`src/design/iram_consts.svh`:
```
// Instruction store sizing: word count, address width and word width
`ifndef IRAM_CONSTS_SVH
`define IRAM_CONSTS_SVH

// ##########################################################################
// Store geometry
// ##########################################################################

// Words in the microcode store, 21K
`define IRAM_DEPTH 21504

// Smallest width that reaches IRAM_DEPTH-1
`define IRAM_ADDR_W 15

// One microcode word
`define IRAM_WORD_W 32

`endif
```
`src/design/iram_pkg.sv`:
```
// Instruction store types: address, word, RAM port request, fetch result, sequencer state
`include "iram_consts.svh"

package iram_pkg;

   // ########################################################################
   // Basic types
   // ########################################################################

   typedef logic [`IRAM_ADDR_W-1:0] iram_addr_t;
   typedef logic [`IRAM_WORD_W-1:0] iram_word_t;

   // ########################################################################
   // Bundles
   // ########################################################################

   // One request into a RAM port, sampled on the rising edge
   typedef struct packed {
      iram_addr_t addr;
      iram_word_t data;                        // Only meaningful with wren
      logic       wren;
      logic       rden;
   } iram_port_t;

   // One fetched instruction and the address it came from
   typedef struct packed {
      iram_addr_t pc;
      iram_word_t word;
   } iram_fetch_t;

   // Run/halt control of the fetch sequencer
   typedef enum logic {
      fetch_halted  = 1'b0,
      fetch_running = 1'b1
   } fetch_state_e;

endpackage

```
`src/design/iram_loader.sv`:
```
// Host loader for RAM port A: load cursor, write strobes and host read return
`timescale 1ns/1ns
`include "iram_consts.svh"

module iram_loader
(
   input  logic                 clk_a,
   input  logic                 reset,

   input  logic                 load_start,
   input  iram_pkg::iram_addr_t load_addr,
   input  logic                 load_valid,
   input  iram_pkg::iram_word_t load_data,
   input  logic                 host_rd,
   input  iram_pkg::iram_addr_t host_addr,

   output iram_pkg::iram_port_t port_a,
   input  iram_pkg::iram_word_t q_a,

   output iram_pkg::iram_word_t host_q,
   output logic                 host_q_valid
);

   import iram_pkg::*;

   iram_addr_t cursor;
   iram_addr_t wr_addr;
   iram_addr_t wr_addr_next;

   // A load_start in the same cycle as load_valid writes straight at load_addr
   assign wr_addr      = load_start ? load_addr : cursor;
   assign wr_addr_next = (wr_addr == iram_addr_t'(`IRAM_DEPTH - 1)) ? '0 : wr_addr + 1'b1;

   // ########################################################################
   // Load cursor
   // ########################################################################

   always_ff @(posedge clk_a)
   begin
      if (reset)
         cursor <= '0;
      else if (load_valid)
         cursor <= wr_addr_next;
      else if (load_start)
         cursor <= load_addr;
   end

   // ########################################################################
   // Port A request
   // ########################################################################

   always_comb
   begin
      port_a.data = load_data;
      port_a.wren = load_valid;
      port_a.rden = host_rd & ~load_valid;
      port_a.addr = load_valid ? wr_addr : host_addr;
   end

   // Host read data comes back on the RAM register one cycle later
   always_ff @(posedge clk_a)
   begin
      if (reset)
         host_q_valid <= 1'b0;
      else
         host_q_valid <= port_a.rden;
   end

   assign host_q = q_a;

   // Port A carries only one request per cycle
   a_no_rd_during_load: assert property (@(posedge clk_a) disable iff (reset)
      !(host_rd && load_valid));

endmodule

```
`config.mk`:
```
export PLATFORM = sky130hd
export DESIGN_NAME = iram_loader
export DESIGN_NICKNAME = d
export VERILOG_FILES = /design/src/design/iram_pkg.sv /design/src/design/iram_loader.sv
export VERILOG_INCLUDE_DIRS = /design/src /design/src/design
export SDC_FILE = /design/constraint.sdc
export NUM_CORES = 1
export LEC_CHECK = 0
export ABC_CLOCK_PERIOD_IN_PS = 2400
export BUFFER_PORTS_ARGS = -buffer_cell sky130_fd_sc_hd__clkbuf_2
export CORE_AREA = 3 3 88 90
export CTS_CLUSTER_DIAMETER = 80
export DETAILED_ROUTE_END_ITERATION = 16
export DIE_AREA = 0 0 91 93
export PLACE_DENSITY = 0.57
export SLEW_MARGIN = 25
export SYNTH_ARGS = -nofsm -noshare
export SYNTH_HDL_FRONTEND = slang
export SYNTH_SLANG_ARGS = --single-unit
```
`constraint.sdc`:
```
create_clock -name clk_a -period 2.4 [get_ports clk_a]
set_input_delay 0.36 -clock clk_a [delete_from_list [all_inputs] [get_ports clk_a]]
set_output_delay 0.36 -clock clk_a [all_outputs]
set_load 0.01 [all_outputs]
```
==> impl_metrics.yaml <==
outcome:
  outcome: "finished, final reports clean"
route:
  vias: 1341
  viasPerCell: 4.37
  drt-initial-drc-count: 69
  drc: 0
  wl_per_cell_microns: 13.3
  ant_nets: 0
  wl_mm: 4.10
  drtPass1Iterations: 4
sta:
  worst_slack_ns: 0.240
  max_freq_mhz: 463
  fin_skew_ns: 0.00172
  slew_viol_final: 0
  hold_violations: 0
  relSlewSlack: 0.652
  setup_tns_ns: 0
  worst_slew_pin_slew_ns: 0.522
  finalCritPeriodShare: 0.900
  setup_viol: 0
  period_needed_ns: 2.16
  rsz0062_at_grt: "no"
grt:
  grt_pass1_wl_mm: 6.43
  grt_max_degree: 23
  first_global_vias: 1285
  grt_overflow: 0
  grtUsageTotal: 0.0974
  grt_antenna_before_repair: 0
pwr:
  power_frac_comb: 0.282
  leakagePower_uw: 0.000796
  p_seq_frac: 0.389
  pwr-share-clk: 0.329
  powerDensity_nw_per_um2: 449
  ir_drop_v: 0.000147
  p_switching_uw: 230
  p_int_uw: 531
  swShare: 0.302
synthesis:
  async_reset_ff_frac: 0
  synth_fp_nets: 319
  syn_inst: 219
  ys_types: 40
  synthesis.area_sq_um: 1750
  synth.avg_cell_area_sq_um: 7.99
  ys_seq_elements: 16
  yosysSeqAreaShare: 0.183
  synth_ff_type: "dfxtp_1"
  synth_edf_count: 0
  yosysWarnings: 0
placed_design:
  place_ws_ns: 0.156
  gp_congestion: 0.763
  portBuffers: 52
  place_hpwl_mm: 3.37
finish:
  final_cell_mix: "52 x clkbuf_2, 22 x nor2_1, 20 x a21oi_1"
  layout-drive-gt1-share: 0.365
  fin_nets: 309
  n_fill_cell: 811
  final_common_cell: "clkbuf_2"
  syn_to_final_growth_pct: -3.15
  diodes: 0
critical_path:
  path_buf_inv: 3
  crit_slowest_cell: "clkbuf_2"
  crit_path_end_kind: "output pin"
  crit_required_ns: 2.04
  critPathKind: "in -> out"
  cp_cell_sequence: "clkbuf_2, buf_4, mux2_2, mux2_2, clkbuf_2"
  critPathMaxStageDelay_ns: 0.41
  start_kind: "input port"
  cp_data_arrival_time_ns: 1.80
  reg2reg_depth: 7
  crit_family: "buffers and inverters"
  cp.depth: 5
  critPathMaxFanout: 22
floorplan:
  core.rowCount: 31
  dieArea_sq_um: 8460
  dieHeight_microns: 93
  boundaryPins: 181
  core_area_sq_um: 7140
  initial_core_util: 0.245
  die_x_microns: 91
clock_network:
  path_clk_slew_ns: 0.07
  cts-htree-levels: 1
  ctsHoldBuffers: 0
  cts.repair.resized: 0
  cts.sinks: 16
  clkLatencyLatePin_ns: 0.26
  cts_tree: "built"
  clockBufferDepth: 2
  post_cts_buffers: 0
  numCtsBuffers: 3
  cts-root-buf: "clkbuf_8"
run:
  cap_violations: 0
hold_path:
  hold-path-cell-count: 3
  hold_path.class: "in -> reg"
kinds of logic after synthesis:
kind of cell	share of synthesized area
buf+inv	0.321
simple gates	0.219
compound gates	0.121
mux	0.119
flops	0.183
xor+xnor	0.0300
fa+ha+maj	0.00715
metrics by stage:
| step | total power (uW) | cell area, sq um | utilization | hold slack (ns) | std cells |
|---|---|---|---|---|---|
| 3_3_place_gp | 517 | 1640 | 0.230 | 0.659 | 303 |
| 6_report | 761 | 1690 | 0.237 | 0.465 | 307 |
| 5_1_grt | 804 | 1690 | 0.237 | 0.482 | 307 |
| 4_1_cts | 771 | 1690 | 0.237 | 0.462 | 307 |
| 2_1_floorplan | 543 | 1750 | - | 0.584 | 219 |
| 3_5_place_dp | 520 | 1640 | 0.230 | 0.689 | 303 |
worst reg2reg max path, cell delays in order (launching register included):
cell	delay (ns)
dfxtp_1	0.32
mux2i_1	0.09
inv_1	0.09
ha_1	0.20
and3_1	0.26
nand3_1	0.23
o21bai_1	0.30
nor2_1	0.08
routing by layer:
layer  wire, microns  GRT usage  up-vias
met2            1800      0.147       57
li1                -          -      670
met4             211     0.0817        0
met3             377     0.0290       26
met5               0          0        -
met1            1710      0.113      588
final timing paths:
path                         from                       to  slack [ns]
max reg2reg  cursor[1]$_SDFF_PP0_     cursor[5]$_SDFF_PP0_        0.72
max                    load_start               port_a[44]        0.24
min                       host_rd  host_q_valid$_SDFF_PP0_        0.47
min reg2reg  cursor[7]$_SDFF_PP0_     cursor[7]$_SDFF_PP0_        0.71
cells in the mapped netlist (4+ instances only):
library cell | instances | area share
nand2_1 | 9 | 0.019
clkbuf_1 | 6 | 0.013
a21oi_1 | 20 | 0.057
xor2_1 | 4 | 0.020
nand3_1 | 9 | 0.026
nor2_1 | 22 | 0.047
dfxtp_1 | 16 | 0.18
o32ai_1 | 5 | 0.025
mux2i_1 | 14 | 0.080
buf_4 | 66 | 0.28
mux2_2 | 6 | 0.039
flip-flops by register name, summed over array words and instances (netlist names):
| name | flops |
|---|---|
| cursor | 15 |
| host_q_valid | 1 |
power groups by stage:
| stage | clock network (uW) | logic, uW | registers, uW |
|---|---|---|---|
| 2_1_floorplan | 0 | 244 | 299 |
| 3_3_place_gp | 0 | 216 | 301 |
| 3_5_place_dp | 0 | 218 | 302 |
| 4_1_cts | 256 | 219 | 296 |
| 5_1_grt | 266 | 241 | 298 |
| 6_report | 251 | 215 | 296 |
area by class of cell:
| class | instances | area [sq um] | area share |
|---|---|---|---|
| multi-input cells | 126 | 867 | 0.512 |
| flip-flops and latches | 16 | 320 | 0.189 |
| repair buffers | 60 | 320 | 0.189 |
| well taps | 99 | 124 | 0.0731 |
| clock buffers | 4 | 55.1 | 0.0325 |
| inverters | 2 | 7.51 | 0.00443 |
(Power assumes the default switching activity.)
