[src/design/iram_consts.svh]
// Instruction store sizing: word count, address width and word width
`ifndef IRAM_CONSTS_SVH
`define IRAM_CONSTS_SVH

// ##########################################################################
// Store geometry
// ##########################################################################

// Words in the microcode store, 21K
`define IRAM_DEPTH 21504

// Smallest width that reaches IRAM_DEPTH-1
`define IRAM_ADDR_W 15

// One microcode word
`define IRAM_WORD_W 32

`endif
[src/design/iram_pkg.sv]
// Instruction store types: address, word, RAM port request, fetch result, sequencer state
`include "iram_consts.svh"

package iram_pkg;

   // ########################################################################
   // Basic types
   // ########################################################################

   typedef logic [`IRAM_ADDR_W-1:0] iram_addr_t;
   typedef logic [`IRAM_WORD_W-1:0] iram_word_t;

   // ########################################################################
   // Bundles
   // ########################################################################

   // One request into a RAM port, sampled on the rising edge
   typedef struct packed {
      iram_addr_t addr;
      iram_word_t data;                        // Only meaningful with wren
      logic       wren;
      logic       rden;
   } iram_port_t;

   // One fetched instruction and the address it came from
   typedef struct packed {
      iram_addr_t pc;
      iram_word_t word;
   } iram_fetch_t;

   // Run/halt control of the fetch sequencer
   typedef enum logic {
      fetch_halted  = 1'b0,
      fetch_running = 1'b1
   } fetch_state_e;

endpackage

[src/design/iram_fetch_seq.sv]
// Fetch sequencer for RAM port B: program counter, run/halt state, fetch result stage
`timescale 1ns/1ns
`include "iram_consts.svh"

module iram_fetch_seq
(
   input  logic                  clk_a,
   input  logic                  reset,

   input  logic                  run,
   input  iram_pkg::iram_addr_t  start_pc,
   input  logic                  halt,

   output iram_pkg::iram_port_t  port_b,
   input  iram_pkg::iram_word_t  q_b,

   output iram_pkg::iram_fetch_t fetch_out,
   output logic                  fetch_valid
);

   import iram_pkg::*;

   fetch_state_e state;
   iram_addr_t   pc;
   iram_addr_t   issued_pc;
   logic         issue;

   assign issue = (state == fetch_running);

   // ########################################################################
   // Run/halt control and program counter
   // ########################################################################

   // Halt wins over a run pulse in the same cycle
   always_ff @(posedge clk_a)
   begin
      if (reset)
         state <= fetch_halted;
      else if (halt)
         state <= fetch_halted;
      else if (run)
         state <= fetch_running;
   end

   always_ff @(posedge clk_a)
   begin
      if (reset)
         pc <= '0;
      else if (run && !halt)
         pc <= start_pc;                       // Also restarts a running sequence
      else if (issue)
         pc <= (pc == iram_addr_t'(`IRAM_DEPTH - 1)) ? '0 : pc + 1'b1;
   end

   // Read-only port
   always_comb
   begin
      port_b.addr = pc;
      port_b.data = '0;
      port_b.wren = 1'b0;
      port_b.rden = issue;
   end

   // ########################################################################
   // Fetch result stage
   // ########################################################################

   // The issued pc rides along while its word is read
   always_ff @(posedge clk_a)
   begin
      if (issue)
         issued_pc <= pc;
   end

   always_ff @(posedge clk_a)
   begin
      if (reset)
         fetch_valid <= 1'b0;
      else
         fetch_valid <= issue;
   end

   assign fetch_out.pc   = issued_pc;
   assign fetch_out.word = q_b;

   // Back-to-back results without a restart come from consecutive addresses
   a_fetch_pc_steps: assert property (@(posedge clk_a) disable iff (reset)
      (fetch_valid && $past(fetch_valid) && !$past(run, 2)) |->
         (fetch_out.pc == (($past(fetch_out.pc) == iram_addr_t'(`IRAM_DEPTH - 1)) ?
                           '0 : $past(fetch_out.pc) + 1'b1)));

endmodule

[config.mk]
export PLATFORM = sky130hd
export DESIGN_NAME = iram_fetch_seq
export DESIGN_NICKNAME = d
export VERILOG_FILES = /design/src/design/iram_pkg.sv /design/src/design/iram_fetch_seq.sv
export VERILOG_INCLUDE_DIRS = /design/src /design/src/design
export SDC_FILE = /design/constraint.sdc
export NUM_CORES = 1
export LEC_CHECK = 0
export ABC_AREA = 0
export BUFFER_PORTS_ARGS = -buffer_cell sky130_fd_sc_hd__buf_4
export CAP_MARGIN = 15
export CELL_PAD_IN_SITES_DETAIL_PLACEMENT = 1
export CELL_PAD_IN_SITES_GLOBAL_PLACEMENT = 1
export CORE_MARGIN = 2
export CORE_UTILIZATION = 25
export DETAILED_ROUTE_END_ITERATION = 6
export PLACE_DENSITY = 0.75
export SETUP_SLACK_MARGIN = 0.4
export SYNTH_ARGS = -nofsm -noshare
export SYNTH_HDL_FRONTEND = slang
export SYNTH_SLANG_ARGS = --single-unit
[constraint.sdc]
create_clock -name clk_a -period 1.5 [get_ports clk_a]
set_input_delay 0.15 -clock clk_a [delete_from_list [all_inputs] [get_ports clk_a]]
set_output_delay 0.15 -clock clk_a [all_outputs]
set_load 0.005 [all_outputs]
==> summary.md <==
| Metric | Value |
|---|---|
| Max VDD drop | 0.2784 mV |
| RSZ-0062 raised after global routing | true |
| Vias | 1496 |
| CP Class | reg -> reg |
| Synth-to-Final Area Change | 24.39% |
| TritonCTS Sinks | 32 |
| WHS | 0.04016 ns |
| Worst Setup Start Kind | flop |
| CP peak stage delay | 0.37 ns |
| Count of antenna-violating nets left after detailed routing | 0 |
| Largest net degree at the start of global routing | 20 |
| Ant diodes | 0 |
| Crit path buffers/inverters | 1 |
| Status | finished clean |
| Drc violations | 0 |
| Crit-path leading delay family | flip-flops |
| R2R Path Start | pc[1]$_SDFFE_PP0P_ |
| Drt total wl | 5089 um |
| Routed vias/inst | 4.374 |
| Final hold vios | 0 |
| Cells after synthesis | 195 |
| Layout Utilization | 0.3171 |
| Clock Skews | 0.007189 ns |
| Met1 Use GR | 0.1170 |
| Met2 Use GR | 0.1983 |
| Clock Latency Late Sink | 0.28 ns |
| Grt total ovfl | 0 |
| Area leader, netlist | buf_4 |
| Nets@finish | 291 |
| CTS tree | built |
| Routed WL per cell | 14.88 um |
| Hold Path End | issue$_SDFFE_PP0P_ |
| Vias in the first global route | 1503 |
| Slew Limit Fails | 0 |
| Final Wtd Congestion | 0.8489 |
| Top cell type's share of synthesized area | 0.2619 |
| CP max FO | 5 |
| Cell Pwr Density | 803.9 nW/um^2 |
| Ys flop type | dfxtp_1 |
| FP Rows | 32 |
| GRT Overall Usage | 0.1164 |
| Max_cap viols | 0 |
| Clk root buf | clkbuf_8 |
| Cell Chain, Critical Path | ha_4 > and3_4 > nand3_4 > buf_4 > o21ai_0 > a221oi_2 |
| DR iter-0 viols | 111 |
| Most frequent cells in the layout | 76 x buf_4, 33 x conb_1, 15 x edfxtp_1, 11 x xor2_1, 9 x dfxtp_1 |
| Synth Warn # | 0 |
| Antenna violations before repair | 0 |
| Busiest grt layer | met2 |
| Syn Std Cell Area | 1949 um^2 |
| DIE WIDTH | 92.31 um |
| First-pass GRT wire length | 7610 um |
| Clock transition at the registers of the reported paths | 0.07 ns |
| Worst R2R Setup Slack | 0.05 ns |
| Flops & latches, synth | 32 |
| Worst Path Arrival | 1.61 ns |
| Num CTS Buffers | 5 |
| Max Freq | 690.1 MHz |
| Netlist cell types | 38 |
| Hold_sp | halt |
| Min Tclk post-route | 1.449 ns |
| Grt met3 use | 0.04719 |
| Register area share after synthesis | 0.4056 |
| Most common cell after layout, fill and taps aside | buf_4 |
| I/O pin count | 148 |
| Worst Hold Depth | 2 |
| Post-synth EDFFs | 15 |
| Leakage power | 1.009 nW |
| Core area | 7647 um^2 |
| Top area cells in the synthesized netlist | buf_4 26%, edfxtp_1 23%, dfxtp_1 17% |
| Sum Neg Setup Slack | 0 ns |
| Cell count of the worst reg-to-reg path | 6 |
| CP max-delay cell | dfxtp_4 |
| Port Buf Inserts | 50 |
| Min-Delay Path Class | in -> reg |
| Final worst-path cycle share | 0.9660 |
| Setup-failing EPs final | 0 |
| 1st-pass router iterations | 4 |
| Avg Inst Size Synth | 9.997 um^2 |
| CTS Buffer Depth | 2 |
| Req. time, crit path | 1.66 ns |
| Post-DP HPWL | 3705 um |
| Share of cells above drive strength 1 | 0.4500 |
| R2R Path End | pc[14]$_SDFFE_PP0P_ |
| Setup crit end kind | flop |
| Die H | 92.31 um |
| Die area | 8520 um^2 |
| Initial Util | 0.2549 |
| Post-synth ARST share | 0 |
| H-Tree Depth | 2 |
-- cells in the mapped netlist (2+ instances only) --
cell / count
buf_4: 68
dfxtp_1: 17
edfxtp_1: 15
xor2_1: 11
a21oi_1: 7
nand3b_1: 6
nor2_1: 6
o21ai_1: 6
and3_1: 5
nand2_1: 5
o211ai_1: 5
nand4_1: 4
and4_1: 3
nand3_1: 3
o2111ai_1: 3
o21ai_0: 3
o22ai_1: 3
a211oi_1: 2
buf_2: 2
buf_6: 2
nor3_1: 2
-- worst max-delay path by stage --
stage / startpoint / end / slack (ns) / cells past startpoint
after floorplan: pc[0]$_SDFFE_PP0P_ / pc[14]$_SDFFE_PP0P_ / 0.08 / 6
after global placement: pc[10]$_SDFFE_PP0P_ / pc[13]$_SDFFE_PP0P_ / 0.08 / 4
after detailed placement: pc[1]$_SDFFE_PP0P_ / pc[6]$_SDFFE_PP0P_ / 0.04 / 5
after CTS: pc[1]$_SDFFE_PP0P_ / pc[14]$_SDFFE_PP0P_ / 0.08 / 5
after global routing: pc[1]$_SDFFE_PP0P_ / pc[14]$_SDFFE_PP0P_ / -0.02 / 6
final: pc[1]$_SDFFE_PP0P_ / pc[14]$_SDFFE_PP0P_ / 0.05 / 6
-- kinds of logic after synthesis --
logic type / after synthesis / synth area share
compound gates: 33 / 0.1110
fa+ha+maj: 1 / 0.006417
flops: 32 / 0.4056
xor+xnor: 12 / 0.05391
buf+inv: 75 / 0.2901
simple gates: 41 / 0.1309
other cells: 1 / 0.001924
-- layer usage --
layer / part of all wire / vias up
li1: - / 675
met1: 0.36 / 697
met2: 0.49 / 93
met3: 0.096 / 31
met4: 0.050 / 0
met5: 0 / -
-- where the power goes --
part / switching (mW) / total, mW / internal [mW] / leakage, nW
Combinational: 0.143 / 0.290 / 0.147 / 0.678
Sequential: 0.0298 / 0.983 / 0.953 / 0.280
Clock: 0.311 / 0.676 / 0.365 / 0.0510
-- sequential cells by signal (all words and copies together) (netlist names) --
signal,count
fetch_valid,1
pc,15
issue,1
issued_pc,15
-- timing repair --
| item | 4_1_cts | 5_1_grt |
|---|---|---|
| endpoints found under the setup margin | 16 | 18 |
| pin swaps | 1 | 10 |
| buffers inserted | 9 | 4 |
| gates cloned | 0 | 0 |
| resized for setup | 8 | 13 |
| hold buffers | 0 | 0 |
-- area by class of cell --
class | instances | area, um^2
Fill cell | 867 | 5223
Sequential cell | 32 | 810.8
Multi-Input combinational cell | 120 | 785.8
Timing Repair Buffer | 79 | 604.3
Tap cell | 102 | 127.6
Clock buffer | 6 | 82.58
Clock inverter | 2 | 10.01
Inverter | 1 | 3.754
-- through the flow --
step / total power [mW] / cell area [um^2] / cells / setup slack [ns]
2_1_floorplan: 1.244 / 2108 / 227 / 0.08325
3_3_place_gp: 1.252 / 2163 / 321 / 0.08015
3_5_place_dp: 1.261 / 2163 / 321 / 0.03709
4_1_cts: 1.959 / 2355 / 338 / 0.07990
5_1_grt: 2.022 / 2425 / 342 / -0.01989
6_report: 1.949 / 2425 / 342 / 0.05099
(Power assumes the default switching activity.)
